### src/source/opl_pkg.sv
// Widths, register map, counter indices and the first-word header view
package opl_pkg;

	// ----------------------------------------------------------
	// Widths
	localparam int DATA_WIDTH     = 256;
	localparam int TUSER_WIDTH    = 128;
	localparam int MAC_WIDTH      = 48;
	localparam int REG_DATA_WIDTH = 32;
	localparam int REG_ADDR_WIDTH = 8;
	// Physical ports on even bits, CPU ports on odd bits
	localparam int NUM_PORTS      = 4;

	// Decoded Ethernet types
	localparam logic [15:0] ETHERTYPE_IPV4 = 16'h0800;
	localparam logic [15:0] ETHERTYPE_ARP  = 16'h0806;

	// ----------------------------------------------------------
	// Register word addresses
	localparam logic [REG_ADDR_WIDTH-1:0] REG_CLEAR       = 8'd0;
	// Odd addresses hold the low word, even ones the upper 16 bits
	localparam logic [REG_ADDR_WIDTH-1:0] REG_MAC0_LO     = 8'd1;
	localparam logic [REG_ADDR_WIDTH-1:0] REG_MAC3_HI     = 8'd8;
	localparam logic [REG_ADDR_WIDTH-1:0] REG_DEFAULT_OIF = 8'd9;
	localparam logic [REG_ADDR_WIDTH-1:0] REG_STATS_BASE  = 8'd16;

	// Counter slots
	localparam int STAT_ETH_BAD_DST = 0;
	localparam int STAT_NOT_IP4     = 1;
	localparam int STAT_ARP         = 2;
	localparam int STAT_TO_CPU      = 3;
	localparam int STAT_IP4_OPTIONS = 4;
	localparam int STAT_IP4_BAD_TTL = 5;
	localparam int STAT_IP4_FWD     = 6;
	localparam int NUM_STATS        = 7;

	// ----------------------------------------------------------
	// First beat of a packet, most significant byte on the wire first
	typedef struct packed {
		logic [MAC_WIDTH-1:0]   dst_mac;
		logic [MAC_WIDTH-1:0]   src_mac;
		logic [15:0]            eth_type;
		logic [3:0]             ip_version;
		logic [3:0]             ip_ihl;
		// TOS, total length, id, flags and fragment offset
		logic [55:0]            ip_skip;
		logic [7:0]             ip_ttl;
		// Protocol, checksum, addresses and the start of the payload
		logic [DATA_WIDTH-185:0] rest;
	} first_word_hdr_t;

	typedef union packed {
		logic [DATA_WIDTH-1:0] raw;
		first_word_hdr_t       hdr;
	} first_word_u;

endpackage

### src/source/opl_cfg_if.sv
// Interface for router configuration from the register file to datapath and counters
`timescale 1ns/1ns

interface opl_cfg_if import opl_pkg::*; ();

	// Our own MAC addresses, one per physical port
	logic [NUM_PORTS-1:0][MAC_WIDTH-1:0] mac;
	// Stand-in for the forwarding table
	logic [7:0]                          default_oif;
	// Counters held at zero while high
	logic                                clear;

	// Register file owns everything
	modport reg_side (
		output mac,
		output default_oif,
		output clear
	);

	// Lookup datapath
	modport dp_side (
		input mac,
		input default_oif
	);

	// Statistics block
	modport stats_side (
		input clear
	);

endinterface

### src/source/opl_reg_file.sv
// Register bus decode, configuration registers and counter readback
`timescale 1ns/1ns

module opl_reg_file import opl_pkg::*; (
	input  logic                                     AXI_ACLK,
	input  logic                                     i_rst_n,
	input  logic                                     i_reg_wr,
	input  logic                                     i_reg_rd,
	input  logic [REG_ADDR_WIDTH-1:0]                i_reg_addr,
	input  logic [REG_DATA_WIDTH-1:0]                i_reg_wdata,
	input  logic [NUM_STATS-1:0][REG_DATA_WIDTH-1:0] i_stats,
	output logic [REG_DATA_WIDTH-1:0]                o_reg_rdata,
	output logic                                     o_reg_ack,
	output logic                                     o_reg_err,
	opl_cfg_if.reg_side                              cfg
);

	localparam int MAC_HI_W   = MAC_WIDTH - REG_DATA_WIDTH;
	localparam int STAT_IDX_W = $clog2(NUM_STATS);

	// ----------------------------------------------------------
	// Storage
	logic                                     clear_r;
	logic [NUM_PORTS-1:0][REG_DATA_WIDTH-1:0] mac_lo;
	logic [NUM_PORTS-1:0][MAC_HI_W-1:0]       mac_hi;
	logic [7:0]                               oif_r;

	// Decode
	logic                      is_clear;
	logic                      is_mac;
	logic                      is_oif;
	logic                      is_stat;
	logic                      req_err;
	logic [REG_ADDR_WIDTH-1:0] mac_off;
	logic [REG_ADDR_WIDTH-1:0] stat_off;
	logic [1:0]                mac_idx;
	logic                      mac_hi_sel;
	logic [REG_DATA_WIDTH-1:0] rd_word;

	assign is_clear   = (i_reg_addr == REG_CLEAR);
	assign is_mac     = (i_reg_addr >= REG_MAC0_LO) && (i_reg_addr <= REG_MAC3_HI);
	assign is_oif     = (i_reg_addr == REG_DEFAULT_OIF);
	assign stat_off   = i_reg_addr - REG_STATS_BASE;
	assign is_stat    = (i_reg_addr >= REG_STATS_BASE) && (stat_off < NUM_STATS);
	// LO and HI words alternate from MAC0
	assign mac_off    = i_reg_addr - REG_MAC0_LO;
	assign mac_idx    = mac_off[2:1];
	assign mac_hi_sel = mac_off[0];

	// Unmapped address, or a write into the read-only counter window
	assign req_err = !(is_clear || is_mac || is_oif || is_stat) || (i_reg_wr && is_stat);

	// Read mux, unmapped reads give zero
	always_comb begin
		rd_word = '0;
		if (is_clear)
			rd_word = {{(REG_DATA_WIDTH-1){1'b0}}, clear_r};
		else if (is_mac && mac_hi_sel)
			rd_word = {{(REG_DATA_WIDTH-MAC_HI_W){1'b0}}, mac_hi[mac_idx]};
		else if (is_mac)
			rd_word = mac_lo[mac_idx];
		else if (is_oif)
			rd_word = {{(REG_DATA_WIDTH-8){1'b0}}, oif_r};
		else if (is_stat)
			rd_word = i_stats[stat_off[STAT_IDX_W-1:0]];
	end

	// ----------------------------------------------------------
	// Writes and the one-cycle acknowledge
	always_ff @(posedge AXI_ACLK or negedge i_rst_n) begin
		if (!i_rst_n) begin
			o_reg_ack   <= 1'b0;
			o_reg_err   <= 1'b0;
			o_reg_rdata <= '0;
			clear_r     <= 1'b0;
			mac_lo      <= '0;
			mac_hi      <= '0;
			oif_r       <= '0;
		end else begin
			o_reg_ack   <= i_reg_wr | i_reg_rd;
			o_reg_err   <= (i_reg_wr | i_reg_rd) & req_err;
			o_reg_rdata <= i_reg_rd ? rd_word : '0;
			if (i_reg_wr && is_clear)
				clear_r <= i_reg_wdata[0];
			if (i_reg_wr && is_mac && mac_hi_sel)
				mac_hi[mac_idx] <= i_reg_wdata[MAC_HI_W-1:0];
			if (i_reg_wr && is_mac && !mac_hi_sel)
				mac_lo[mac_idx] <= i_reg_wdata;
			if (i_reg_wr && is_oif)
				oif_r <= i_reg_wdata[7:0];
		end
	end

	// Full MACs out to the datapath
	always_comb begin
		for (int i = 0; i < NUM_PORTS; i++)
			cfg.mac[i] = {mac_hi[i], mac_lo[i]};
	end
	assign cfg.default_oif = oif_r;
	assign cfg.clear       = clear_r;

	// Host issues one request at a time
	a_one_request: assert property (@(posedge AXI_ACLK) disable iff (!i_rst_n)
		!(i_reg_wr && i_reg_rd));

endmodule

### src/source/opl_stats.sv
// Statistics counters with a level clear
`timescale 1ns/1ns

module opl_stats import opl_pkg::*; (
	input  logic                                     AXI_ACLK,
	input  logic                                     i_rst_n,
	// One pulse per packet from the output stage
	input  logic [NUM_STATS-1:0]                     i_event,
	opl_cfg_if.stats_side                            cfg,
	output logic [NUM_STATS-1:0][REG_DATA_WIDTH-1:0] o_stats
);

	// ----------------------------------------------------------
	// Counters
	// Clear wins over a same-cycle event
	// Wrap at 2^32 with no saturation
	always_ff @(posedge AXI_ACLK or negedge i_rst_n) begin
		if (!i_rst_n) begin
			o_stats <= '0;
		end else begin
			for (int i = 0; i < NUM_STATS; i++) begin
				if (cfg.clear)
					o_stats[i] <= '0;
				else if (i_event[i])
					o_stats[i] <= o_stats[i] + 1'b1;
			end
		end
	end

	// At most one verdict counter per packet
	a_one_verdict: assert property (@(posedge AXI_ACLK) disable iff (!i_rst_n)
		$onehot0({i_event[STAT_ETH_BAD_DST], i_event[STAT_TO_CPU], i_event[STAT_IP4_FWD]}));

endmodule

### src/source/opl_classify.sv
// Forwarding verdict and statistics events from the first word of a packet
`timescale 1ns/1ns

module opl_classify import opl_pkg::*; #(
	parameter int SRC_PORT_POS = 16
) (
	input  first_word_u             i_word,
	input  logic [TUSER_WIDTH-1:0]  i_tuser,
	opl_cfg_if.dp_side              cfg,
	output logic                    o_drop,
	output logic [7:0]              o_dst_port,
	output logic [NUM_STATS-1:0]    o_event
);

	logic [7:0]           src_port;
	logic [7:0]           cpu_mask;
	logic                 from_cpu;
	logic                 for_us;
	logic                 bcast;
	logic                 is_ipv4;
	logic                 is_arp;
	logic                 ip_opts;
	logic                 ttl_low;

	// ----------------------------------------------------------
	// Field checks
	assign src_port = i_tuser[SRC_PORT_POS +: 8];

	// Odd bits of the port byte are CPU queues
	always_comb begin
		cpu_mask = '0;
		for (int i = 0; i < NUM_PORTS; i++)
			cpu_mask[2*i+1] = 1'b1;
	end
	assign from_cpu = |(src_port & cpu_mask);

	// Destination MAC against the four port addresses
	always_comb begin
		for_us = 1'b0;
		for (int i = 0; i < NUM_PORTS; i++)
			if (cfg.mac[i] == i_word.hdr.dst_mac)
				for_us = 1'b1;
	end
	assign bcast   = &i_word.hdr.dst_mac;
	assign is_ipv4 = (i_word.hdr.eth_type == ETHERTYPE_IPV4);
	assign is_arp  = (i_word.hdr.eth_type == ETHERTYPE_ARP);
	// Version other than 4 is lumped in with options
	assign ip_opts = (i_word.hdr.ip_version != 4'd4) || (i_word.hdr.ip_ihl != 4'd5);
	assign ttl_low = (i_word.hdr.ip_ttl <= 8'd1);

	// ----------------------------------------------------------
	// Verdict, first matching rule wins
	always_comb begin
		o_drop     = 1'b0;
		o_dst_port = '0;
		o_event    = '0;
		if (from_cpu) begin
			// CPU queue to its physical port, not counted
			o_dst_port = src_port >> 1;
		end else if (!(for_us || bcast)) begin
			o_drop                    = 1'b1;
			o_event[STAT_ETH_BAD_DST] = 1'b1;
		end else if (bcast || !is_ipv4) begin
			o_dst_port            = src_port << 1;
			o_event[STAT_TO_CPU]  = 1'b1;
			o_event[STAT_NOT_IP4] = !is_ipv4;
			o_event[STAT_ARP]     = is_arp;
		end else if (ip_opts) begin
			o_dst_port                = src_port << 1;
			o_event[STAT_TO_CPU]      = 1'b1;
			o_event[STAT_IP4_OPTIONS] = 1'b1;
		end else if (ttl_low) begin
			o_dst_port                = src_port << 1;
			o_event[STAT_TO_CPU]      = 1'b1;
			o_event[STAT_IP4_BAD_TTL] = 1'b1;
		end else begin
			o_dst_port            = cfg.default_oif;
			o_event[STAT_IP4_FWD] = 1'b1;
		end
	end

endmodule

### src/source/opl_forward.sv
// Stream output register applying the packet verdict and gating counter events
`timescale 1ns/1ns

module opl_forward import opl_pkg::*; #(
	parameter int DST_PORT_POS = 24
) (
	input  logic                    AXI_ACLK,
	input  logic                    i_rst_n,
	// Slave stream
	input  logic [DATA_WIDTH-1:0]   i_s_tdata,
	input  logic [TUSER_WIDTH-1:0]  i_s_tuser,
	input  logic                    i_s_tvalid,
	input  logic                    i_s_tlast,
	output logic                    o_s_tready,
	// Master stream
	input  logic                    i_m_tready,
	output logic [DATA_WIDTH-1:0]   o_m_tdata,
	output logic [TUSER_WIDTH-1:0]  o_m_tuser,
	output logic                    o_m_tvalid,
	output logic                    o_m_tlast,
	// Verdict from the classifier
	output first_word_u             o_word,
	input  logic                    i_drop,
	input  logic [7:0]              i_dst_port,
	input  logic [NUM_STATS-1:0]    i_event,
	output logic [NUM_STATS-1:0]    o_event
);

	logic                   accept;
	logic                   first_beat;
	logic                   drop_r;
	logic [7:0]             dst_r;
	logic                   cur_drop;
	logic [7:0]             cur_dst;
	logic                   keep;
	logic [TUSER_WIDTH-1:0] tuser_out;

	// Header view of the incoming beat for the classifier
	assign o_word.raw = i_s_tdata;

	// Empty slot or the slot drains this cycle
	assign o_s_tready = !o_m_tvalid || i_m_tready;
	assign accept     = i_s_tvalid && o_s_tready;

	// ----------------------------------------------------------
	// Verdict tracking
	// Live verdict on the first beat, latched copy after it
	assign cur_drop = first_beat ? i_drop : drop_r;
	assign cur_dst  = first_beat ? i_dst_port : dst_r;
	assign keep     = accept && !cur_drop;

	always_ff @(posedge AXI_ACLK or negedge i_rst_n) begin
		if (!i_rst_n) begin
			first_beat <= 1'b1;
			drop_r     <= 1'b0;
			dst_r      <= '0;
		end else if (accept) begin
			// Next beat starts a packet after TLAST
			first_beat <= i_s_tlast;
			if (first_beat) begin
				drop_r <= i_drop;
				dst_r  <= i_dst_port;
			end
		end
	end

	// Destination byte rewritten, other TUSER bits untouched
	always_comb begin
		tuser_out                      = i_s_tuser;
		tuser_out[DST_PORT_POS +: 8]   = cur_dst;
	end

	// ----------------------------------------------------------
	// Output register
	always_ff @(posedge AXI_ACLK or negedge i_rst_n) begin
		if (!i_rst_n) begin
			o_m_tvalid <= 1'b0;
			o_m_tdata  <= '0;
			o_m_tuser  <= '0;
			o_m_tlast  <= 1'b0;
		end else if (o_s_tready) begin
			o_m_tvalid <= keep;
			if (keep) begin
				o_m_tdata <= i_s_tdata;
				o_m_tuser <= tuser_out;
				o_m_tlast <= i_s_tlast;
			end
		end
	end

	// One event pulse per packet
	assign o_event = (accept && first_beat) ? i_event : '0;

	// Held beat does not move under back-pressure
	a_stall_stable: assert property (@(posedge AXI_ACLK) disable iff (!i_rst_n)
		(o_m_tvalid && !i_m_tready) |=>
		(o_m_tvalid && $stable(o_m_tdata) && $stable(o_m_tuser) && $stable(o_m_tlast)));

	// A packet counted as a bad destination leaves no beat
	a_drop_counted: assert property (@(posedge AXI_ACLK) disable iff (!i_rst_n)
		o_event[STAT_ETH_BAD_DST] |-> !keep);

endmodule

### src/source/router_opl_top.sv
// Output port lookup top level wiring registers, counters, classifier and output stage
`timescale 1ns/1ns

module router_opl_top import opl_pkg::*; #(
	parameter int SRC_PORT_POS = 16,
	parameter int DST_PORT_POS = 24
) (
	input  logic                       AXI_ACLK,
	input  logic                       i_rst_n,
	// Slave stream from the RX queues
	input  logic [DATA_WIDTH-1:0]      i_s_tdata,
	input  logic [TUSER_WIDTH-1:0]     i_s_tuser,
	input  logic                       i_s_tvalid,
	input  logic                       i_s_tlast,
	output logic                       o_s_tready,
	// Master stream to the TX path
	input  logic                       i_m_tready,
	output logic [DATA_WIDTH-1:0]      o_m_tdata,
	output logic [TUSER_WIDTH-1:0]     o_m_tuser,
	output logic                       o_m_tvalid,
	output logic                       o_m_tlast,
	// Register strobe bus
	input  logic                       i_reg_wr,
	input  logic                       i_reg_rd,
	input  logic [REG_ADDR_WIDTH-1:0]  i_reg_addr,
	input  logic [REG_DATA_WIDTH-1:0]  i_reg_wdata,
	output logic [REG_DATA_WIDTH-1:0]  o_reg_rdata,
	output logic                       o_reg_ack,
	output logic                       o_reg_err
);

	// ----------------------------------------------------------
	// Internal wiring
	first_word_u                              w_word;
	logic                                     w_drop;
	logic [7:0]                               w_dst_port;
	logic [NUM_STATS-1:0]                     w_cls_event;
	logic [NUM_STATS-1:0]                     w_fwd_event;
	logic [NUM_STATS-1:0][REG_DATA_WIDTH-1:0] w_stats;

	// Configuration bundle
	opl_cfg_if u_cfg ();

	// Software registers and counter readback
	opl_reg_file u_reg_file (
		.AXI_ACLK    (AXI_ACLK),
		.i_rst_n     (i_rst_n),
		.i_reg_wr    (i_reg_wr),
		.i_reg_rd    (i_reg_rd),
		.i_reg_addr  (i_reg_addr),
		.i_reg_wdata (i_reg_wdata),
		.i_stats     (w_stats),
		.o_reg_rdata (o_reg_rdata),
		.o_reg_ack   (o_reg_ack),
		.o_reg_err   (o_reg_err),
		.cfg         (u_cfg.reg_side)
	);

	opl_stats u_stats (
		.AXI_ACLK (AXI_ACLK),
		.i_rst_n  (i_rst_n),
		.i_event  (w_fwd_event),
		.cfg      (u_cfg.stats_side),
		.o_stats  (w_stats)
	);

	// Combinational decision on the current beat
	opl_classify #(
		.SRC_PORT_POS (SRC_PORT_POS)
	) u_classify (
		.i_word     (w_word),
		.i_tuser    (i_s_tuser),
		.cfg        (u_cfg.dp_side),
		.o_drop     (w_drop),
		.o_dst_port (w_dst_port),
		.o_event    (w_cls_event)
	);

	opl_forward #(
		.DST_PORT_POS (DST_PORT_POS)
	) u_forward (
		.AXI_ACLK   (AXI_ACLK),
		.i_rst_n    (i_rst_n),
		.i_s_tdata  (i_s_tdata),
		.i_s_tuser  (i_s_tuser),
		.i_s_tvalid (i_s_tvalid),
		.i_s_tlast  (i_s_tlast),
		.o_s_tready (o_s_tready),
		.i_m_tready (i_m_tready),
		.o_m_tdata  (o_m_tdata),
		.o_m_tuser  (o_m_tuser),
		.o_m_tvalid (o_m_tvalid),
		.o_m_tlast  (o_m_tlast),
		.o_word     (w_word),
		.i_drop     (w_drop),
		.i_dst_port (w_dst_port),
		.i_event    (w_cls_event),
		.o_event    (w_fwd_event)
	);

endmodule

### config.mk
export PLATFORM = sky130hd
export DESIGN_NAME = router_opl_top
export DESIGN_NICKNAME = d
export VERILOG_FILES = /design/src/source/opl_pkg.sv /design/src/source/opl_cfg_if.sv /design/src/source/opl_reg_file.sv /design/src/source/opl_stats.sv /design/src/source/opl_classify.sv /design/src/source/opl_forward.sv /design/src/source/router_opl_top.sv
export SDC_FILE = /design/constraint.sdc
export NUM_CORES = 2
export LEC_CHECK = 0
export BUFFER_PORTS_ARGS = -buffer_cell sky130_fd_sc_hd__buf_2
export CELL_PAD_IN_SITES_DETAIL_PLACEMENT = 1
export CELL_PAD_IN_SITES_GLOBAL_PLACEMENT = 2
export CORE_ASPECT_RATIO = 1.4
export CORE_MARGIN = 5
export CORE_UTILIZATION = 38
export CTS_BUF_LIST = sky130_fd_sc_hd__clkbuf_8
export CTS_CLUSTER_DIAMETER = 150
export DETAILED_ROUTE_END_ITERATION = 6
export GPL_TIMING_DRIVEN = 0
export HOLD_SLACK_MARGIN = 0.05
export PLACE_DENSITY_LB_ADDON = 0.05
export SLEW_MARGIN = 20
export SYNTH_ARGS = -nofsm -noshare
export SYNTH_HDL_FRONTEND = slang
export SYNTH_SLANG_ARGS = --single-unit
### constraint.sdc
create_clock -name AXI_ACLK -period 3 [get_ports AXI_ACLK]
set_input_delay 0.6 -clock AXI_ACLK [delete_from_list [all_inputs] [get_ports AXI_ACLK]]
set_output_delay 0.6 -clock AXI_ACLK [all_outputs]
set_load 0.02 [all_outputs]
### After elaboration in Yosys (flattened, before gate mapping)

Cells that the tools add are included.

| word-level totals | value |
|---|---|
| register bits after elaboration | 855 |
| input port bits | 431 |
| output and inout port bits | 421 |
| logic and storage cells | 148 |

| cells by class | value |
|---|---|
| add/subtract/negate cells | 9 |
| magnitude comparators | 8 |
| equal/unequal tests | 9 |
| mux-type cells | 56 |
| bitwise operators | 2 |
| reductions and logical operators | 37 |

Operator list:

| operator | count |
|---|---|
| 32-bit two-way mux | 23 |
| 32-bit by 1-bit adder with 32-bit output (second input constant) | 7 |
| 48-bit == test | 4 |
| 128-bit bitwise mux | 1 |
| 32-bit binary-select mux with 3-bit select | 1 |
| 32-bit binary-select mux with 2-bit select | 1 |
| 64-bit bitwise mux | 1 |
| 32-bit demux with 2-bit select | 1 |
| 8-bit two-way mux | 6 |
| 48-bit AND reduction | 1 |
| 16-bit binary-select mux with 2-bit select | 1 |
| 16-bit demux with 2-bit select | 1 |
| 16-bit by 12-bit == test with 1-bit output (second input constant) | 2 |
| 16-bit two-way mux | 2 |
| 7-bit two-way mux | 2 |
| 2-bit nonzero test | 7 |
| 1-bit logical AND | 13 |
| 1-bit two-way mux | 12 |
| 8-bit by 4-bit == test with 1-bit output (second input constant) | 1 |
| 8-bit by 1-bit >= comparator with 1-bit output (second input constant) | 1 |
| 8-bit by 5-bit >= comparator with 1-bit output (second input constant) | 1 |
| 8-bit by 1-bit less-or-equal comparator with 1-bit output (second input constant) | 1 |
| 8-bit by 4-bit less-or-equal comparator with 1-bit output (second input constant) | 1 |
| 8-bit zero test | 1 |
| other kinds (16) | 29 |

### Logic depth before layout (Yosys ltp)

| depth | value |
|---|---|
| depth in word-level cells | 12 |
| mapped depth | 14 |
| depth with buffers taken out | 8 |

### Cells and area by module

A second synthesis with hierarchy kept.

| unflattened totals | value |
|---|---|
| cell total of the unflattened synthesis | 3673 |
| area total of the unflattened synthesis | 44158.6 µm² |

Modules (own cells, without submodules):

| module | times used | cells an instance | area each (µm²) | sequential area each (µm²) |
|---|---|---|---|---|
| opl_forward | 1 | 1126 | 16932.5 | 9910.8 |
| opl_reg_file | 1 | 913 | 12518.3 | 5880.6 |
| opl_stats | 1 | 1240 | 11706.2 | 5605.4 |
| opl_classify | 1 | 394 | 3001.6 | 0.0 |

### Least setup slack after synthesis

OpenSTA, ideal clock, no wires.

| timing | value |
|---|---|
| path kind | input port to flip-flop |
| start point | in i_reg_addr[1] |
| end point | reg u_reg_file.mac_hi (netlist bit u_reg_file.cfg.mac[181]) |
| setup time | 0.125 ns |
| arrival time | 4.293 ns |
| required time | 2.875 ns |
| setup slack | -1.417 ns |
| stages on the path | 14 |
| path buffers | 6 |
| cell sequence | buf_1 > buf_2 > buf_1 > inv_1 > ha_1 > nor4b_1 > o21ai_0 > and2_1 > clkbuf_1 > nand2_1 > clkbuf_1 > nor3_1 > buf_2 > mux2_2 |

| on the way | value |
|---|---|
| word-level cells in the longest chain between the ends | 6 |
| elaborated cells between the ends (all ways) | 12 |
| those cells by class | add/sub: 1; order compare: 4; mux: 3; reduce/logical: 4 |

Ends and longest elaborated chain:

| what | RTL line | RTL |
|---|---|---|
| start, declared | router_opl_top.sv:25 | `input logic [REG_ADDR_WIDTH-1:0] i_reg_addr,` |
| 3-bit by 1-bit subtractor with 3-bit output | opl_reg_file.sv:46 | `assign mac_off = i_reg_addr - REG_MAC0_LO;` |
| 2-bit by 3-bit < comparator with 1-bit output (not written as such) or 2-bit by 1-bit >= comparator with 1-bit output (tied branches) | opl_reg_file.sv:86 | `mac_hi[mac_idx] <= i_reg_wdata[MAC_HI_W-1:0];` |
| 1-bit logical AND (not written as such) | opl_reg_file.sv:86 |  |
| 16-bit two-way mux (not written as such) | opl_reg_file.sv:86 |  |
| 16-bit demux with 2-bit select | - |  |
| 64-bit bitwise mux | opl_reg_file.sv:86 |  |
| end signal, assigned by index | opl_reg_file.sv:86 |  |
| end, declared | opl_reg_file.sv:25 | `logic [NUM_PORTS-1:0][MAC_HI_W-1:0] mac_hi;` |

Several ways; a longest one is shown, not always the timed one.
A chain may end at the register's enable or synchronous reset.

### Worst setup path in the final report

| timing | value |
|---|---|
| start point | reg u_reg_file.mac_lo (netlist bit u_reg_file.cfg.mac[72]) |
| end point | reg u_forward.o_m_tdata[103] |

| on the way | value |
|---|---|
| word-level cells in the longest chain between the ends | 11 |

Ends and longest elaborated chain:

| what | RTL line | RTL |
|---|---|---|
| start, declared | opl_reg_file.sv:24 | `logic [NUM_PORTS-1:0][REG_DATA_WIDTH-1:0] mac_lo;` |
| start signal, assigned by index | opl_reg_file.sv:88 | `mac_lo[mac_idx] <= i_reg_wdata;` |
| 48-bit == test | opl_classify.sv:41 | `if (cfg.mac[i] == i_word.hdr.dst_mac)` |
| 1-bit two-way mux (3 in a row) | opl_classify.sv:41 |  |
| 1-bit logical OR | opl_classify.sv:60 | `end else if (!(for_us \|\| bcast)) begin` |
| 1-bit two-way mux | opl_classify.sv:60 |  |
| 1-bit two-way mux | opl_classify.sv:57 | `if (from_cpu) begin` |
| 1-bit two-way mux | - |  |
| 1-bit zero test | opl_forward.sv:50 | `assign keep = accept && !cur_drop;` |
| 1-bit logical AND | opl_forward.sv:50 |  |
| 2-bit AND reduction (no source line) | - |  |
| end signal, assigned | opl_forward.sv:84 | `o_m_tdata <= i_s_tdata;` |
| end, declared | opl_forward.sv:17 | `output logic [DATA_WIDTH-1:0] o_m_tdata,` |

No other way between the ends.

==> flow_summary.html <==
<table>
<tr><th>Metric</th><th>Value</th></tr>
<tr><th colspan="2">Synth</th></tr>
<tr><td>Adder-cell share of the synthesized area</td><td>0.328%</td></tr>
<tr><td>Mapped Cells</td><td>3448</td></tr>
<tr><td>Most used standard cells in the synthesized netlist</td><td>dfrtp_1 (854), mux2_2 (614), xnor2_1 (233), nand2_1 (162), a21oi_1 (159)</td></tr>
<tr><td>Sequential area share after synthesis</td><td>51.0%</td></tr>
<tr><td>Count of cell types in the netlist</td><td>81</td></tr>
<tr><td>Largest cells by area after synthesis</td><td>dfrtp_1 (51%), mux2_2 (16%), xnor2_1 (4.9%)</td></tr>
<tr><td>Yosys synthesis warning count</td><td>0</td></tr>
<tr><td>Synth Area in XOR/XNOR</td><td>5.14%</td></tr>
<tr><td>Most frequent cell after synthesis</td><td>dfrtp_1</td></tr>
<tr><td>Multiplexer fraction of the synthesized cell area</td><td>22.0%</td></tr>
<tr><td>Yosys reg bits</td><td>855</td></tr>
<tr><td>Mapped Nets</td><td>3890</td></tr>
<tr><td>Main synth FF type</td><td>dfrtp_1</td></tr>
<tr><td>Dominant combinational cell family by area after synthesis</td><td>multiplexers</td></tr>
<tr><td>Combined area of all synthesized cells</td><td>0.0419 mm2</td></tr>
<tr><td>EDFF count, synth</td><td>0</td></tr>
<tr><td>Post-synthesis simple-gate area fraction</td><td>11.1%</td></tr>
<tr><td>Compound-gate portion of the synthesized area</td><td>7.24%</td></tr>
<tr><td>Async S/R FF share, synth</td><td>100%</td></tr>
<tr><td>Largest area contributor in the synthesized netlist</td><td>dfrtp_1</td></tr>
<tr><td>Synthesized area divided by synthesized cell count</td><td>12.2 um2</td></tr>
<tr><td>Portion of synthesized cell area occupied by the leading cell type</td><td>51.0%</td></tr>
<tr><th colspan="2">Worst setup path</th></tr>
<tr><td>Launching element type of the critical path</td><td>flop</td></tr>
<tr><td>Slack of the worst reg-to-reg path</td><td>-0.45 ns</td></tr>
<tr><td>Kind of critical path</td><td>reg2reg</td></tr>
<tr><td>Worst R2R End</td><td>u_forward.o_m_tdata[103]</td></tr>
<tr><td>First element of the critical path</td><td>u_reg_file.cfg.mac[72]</td></tr>
<tr><td>Crit end category</td><td>flop</td></tr>
<tr><td>Logic depth of the worst register-to-register path</td><td>13</td></tr>
<tr><td>FF-to-FF Start</td><td>u_reg_file.cfg.mac[72]</td></tr>
<tr><td>Arrival time at the worst endpoint</td><td>4.21 ns</td></tr>
<tr><td>Max FO, Critical Path</td><td>10</td></tr>
<tr><td>Worst Path Required</td><td>3.76 ns</td></tr>
<tr><th colspan="2">STA</th></tr>
<tr><td>Max-slew violations</td><td>0</td></tr>
<tr><td>Hold Slack</td><td>0.104 ns</td></tr>
<tr><td>Final setup skew</td><td>0.0478 ns</td></tr>
<tr><td>Unrepaired setup endpoints after global routing</td><td>yes</td></tr>
<tr><td>Final Worst Setup Slack</td><td>-0.447 ns</td></tr>
<tr><td>Final setup violating endpoints</td><td>753</td></tr>
<tr><td>Worst rel slew slack</td><td>24.9%</td></tr>
<tr><td>Fin crit period</td><td>3.45 ns</td></tr>
<tr><td>Share of the cycle needed by the critical path after routing</td><td>115%</td></tr>
<tr><td>Actual transition at the worst max-transition pin</td><td>1.12 ns</td></tr>
<tr><td>Upper clock frequency limit</td><td>290 MHz</td></tr>
<tr><td>Fin. Hold Viols</td><td>0</td></tr>
<tr><th colspan="2">Power</th></tr>
<tr><td>Power density relative to cell area</td><td>562 mW/mm2</td></tr>
<tr><td>Static Leak</td><td>25.1 nW</td></tr>
<tr><td>Maximum VDD drop</td><td>0.422 mV</td></tr>
<tr><td>PnR Total Power</td><td>32.1 mW</td></tr>
<tr><th colspan="2">Detailed routing</th></tr>
<tr><td>Average wire length per cell after detail routing</td><td>29.8 um</td></tr>
<tr><td>WL final</td><td>191 mm</td></tr>
<tr><td>Antenna viol nets, final</td><td>0</td></tr>
<tr><td>Remaining routing DRC violations</td><td>0</td></tr>
<tr><td>Avg Vias per Cell</td><td>5.57</td></tr>
<tr><td>Starting DRC count in detailed routing</td><td>2043</td></tr>
<tr><td>Vias</td><td>35656</td></tr>
<tr><td>Count of TritonRoute iterations in the first routing pass</td><td>5</td></tr>
<tr><th colspan="2">CTS</th></tr>
<tr><td>Clock buffer count from CTS</td><td>146</td></tr>
<tr><td>Clock H-tree levels</td><td>4</td></tr>
<tr><td>Clk_lat worst skew</td><td>0.89 ns</td></tr>
<tr><td>TritonCTS clock tree</td><td>yes</td></tr>
<tr><td>Clock Path Buffers</td><td>3</td></tr>
<tr><td>Number of sinks on the clock net</td><td>855</td></tr>
<tr><td>Root Buffer Master</td><td>clkbuf_8</td></tr>
<tr><td>Post-CTS clock slew at the launch and capture registers of the worst setup and hold paths</td><td>0.06 ns</td></tr>
<tr><th colspan="2">Global route</th></tr>
<tr><td>Largest net degree at the start of global routing</td><td>129</td></tr>
<tr><td>Global-route wire length before repair</td><td>273 mm</td></tr>
<tr><td>Congestion Overflow GR</td><td>0</td></tr>
<tr><td>Via count of the first global-routing pass</td><td>38839</td></tr>
<tr><td>Number of antenna violations at the first check in global routing</td><td>15</td></tr>
<tr><td>Tot GR Track Use</td><td>31.4%</td></tr>
<tr><th colspan="2">Placement</th></tr>
<tr><td>Number of port buffers</td><td>794</td></tr>
<tr><td>Placed wire-length estimate after detailed placement</td><td>142 mm</td></tr>
<tr><td># placed instances</td><td>5713</td></tr>
<tr><td>Gpl congestion</td><td>0.934</td></tr>
<tr><td>Area after detailed placement</td><td>0.0482 mm2</td></tr>
<tr><th colspan="2">Finish</th></tr>
<tr><td>Post-Layout Cell Count</td><td>6404</td></tr>
<tr><td>Fraction of layout instances using a drive strength above 1</td><td>42.2%</td></tr>
<tr><td>Number of nets at the end of the flow</td><td>5264</td></tr>
<tr><td>Util after Layout</td><td>52.0%</td></tr>
<tr><td>Post-route standard cell area excluding fillers</td><td>0.0571 mm2</td></tr>
<tr><td>Area growth syn-to-layout</td><td>36.3%</td></tr>
<tr><th colspan="2">Die</th></tr>
<tr><td>Overall die area</td><td>0.117 mm2</td></tr>
<tr><td>Ports placed on the boundary</td><td>852</td></tr>
<tr><td>X dimension of the die</td><td>291 um</td></tr>
<tr><td>Die outline height</td><td>403 um</td></tr>
<tr><td>Initial Utilization</td><td>38.2%</td></tr>
<tr><td>Site Rows</td><td>144</td></tr>
<tr><td>Core region area</td><td>0.110 mm2</td></tr>
<tr><th colspan="2">Min path</th></tr>
<tr><td>Endpoint of the worst hold-timing path</td><td>u_forward.o_m_tdata[252]</td></tr>
<tr><td>Count of cells along the worst hold path</td><td>2</td></tr>
<tr><td>Hold Startpoint</td><td>i_s_tdata[252]</td></tr>
<tr><td>Worst hold path type</td><td>in2reg</td></tr>
<tr><th colspan="2">Status</th></tr>
<tr><td>Result of the run</td><td>complete, but fails checks</td></tr>
<tr><td>Violations in the final reports</td><td>setup timing</td></tr>
<tr><th colspan="2">Run</th></tr>
<tr><td>Number of maximum-capacitance violations</td><td>0</td></tr>
</table>
## metal layers
metal | vias up | part of all wire (%) | global-route usage, %
met3 | 495 | 4.8 | 5.17
met1 | 18410 | 36 | 34.8
met4 | 0 | 7.7 | 20.8
li1 | 15461 | - | -
met5 | - | 0 | 0
met2 | 1290 | 51 | 55.6
## metrics by stage
| stage | setup slack [ns] | setup TNS [ns] |
|---|---|---|
| finish | -0.447 | -201.21 |
| CTS | -0.468 | -197.50 |
| floorplan | 0.00511 | 0 |
| global placement | -18.86 | - |
| global route | -0.515 | -248.43 |
| detailed placement | -3.02 | -1655.12 |
## critical path, cell delays in order, from the launching register on
cell,delay [ns]
dfrtp_2,0.45
xnor2_4,0.33
nand4_1,0.21
nor4_4,0.41
nand3_2,0.14
nand4_1,0.17
buf_12,0.15
nor2_4,0.08
a311oi_4,0.36
buf_12,0.23
buf_16,0.15
buf_12,0.12
buf_12,0.13
mux2_2,0.33
## logic make-up after synthesis
logic type / Yosys count
xor gates and xnor gates: 246
and+or+nand+nor: 833
buffers and inverters: 292
DFF: 855
muxes: 744
AOI/OAI and AO/OA: 467
adders and majority gates: 11
## sequential cells by signal, indices dropped and copies added (netlist names)
signal and cells:
u_forward.dst_r 8, u_stats.o_stats 224, u_forward.o_m_tlast 1, u_reg_file.cfg.clear 1, u_forward.o_m_tdata 256, u_forward.o_m_tvalid 1, u_forward.drop_r 1, u_forward.o_m_tuser 128
u_reg_file.o_reg_ack 1, u_reg_file.cfg.mac 192, u_reg_file.o_reg_err 1, u_forward.first_beat 1, u_reg_file.cfg.default_oif 8, u_reg_file.o_reg_rdata 32
## cells in the final DEF, fill, tap and decap left out, types with 91 or more instances in the layout
| cell type | count |
|---|---|
| xnor2_1 | 193 |
| nor2_1 | 126 |
| buf_2 | 834 |
| clkbuf_8 | 180 |
| nand2_1 | 159 |
| nand4_1 | 108 |
| dfrtp_1 | 850 |
| a21oi_1 | 157 |
| dlygate4sd3_1 | 376 |
| mux2_2 | 562 |
| inv_1 | 98 |
| nand3_1 | 91 |
## area by class of cell
cell class / instances / area, um2
Antenna cell: 14 / 35.0
Clock inverter: 79 / 604
Sequential cell: 855 / 21400
Timing Repair Buffer: 1230 / 8700
Clock buffer: 177 / 2440
Tap cell: 1460 / 1830
Inverter: 53 / 199
Buffer: 235 / 1640
Multi-Input combinational cell: 2301 / 20300
Fill cell: 11707 / 52800
## where the power goes
group / internal (mW) / switching, mW / total [mW]
combinational: 3.12 / 4.07 / 7.19
clock: 5.93 / 5.32 / 11.3
sequential: 12.8 / 0.874 / 13.7
total: 21.9 / 10.3 / 32.1
## worst max-delay path by stage
| stage | slack, ns | endpoint |
|---|---|---|
| 6_report | -0.45 | u_forward.o_m_tdata[103] |
| 5_1_grt | -0.52 | u_forward.o_m_tdata[103] |
| 4_1_cts | -0.47 | u_forward.o_m_tdata[107] |
| 3_5_place_dp | -3.02 | u_stats.o_stats[114] |
| 3_3_place_gp | -18.86 | u_forward.o_m_tdata[21] |
| 2_1_floorplan | 0.005 | u_stats.o_stats[125] |
## what timing repair did
action | 4_1_cts | 5_1_grt
resized for setup | 235 | 123
pin swaps | 14 | 15
setup buffers | 14 | 22
gates cloned | 2 | 11
setup endpoints to repair | 811 | 806
endpoints found under the hold margin | 577 | 0
hold buffers | 376 | 0
(Power assumes the default switching activity.)
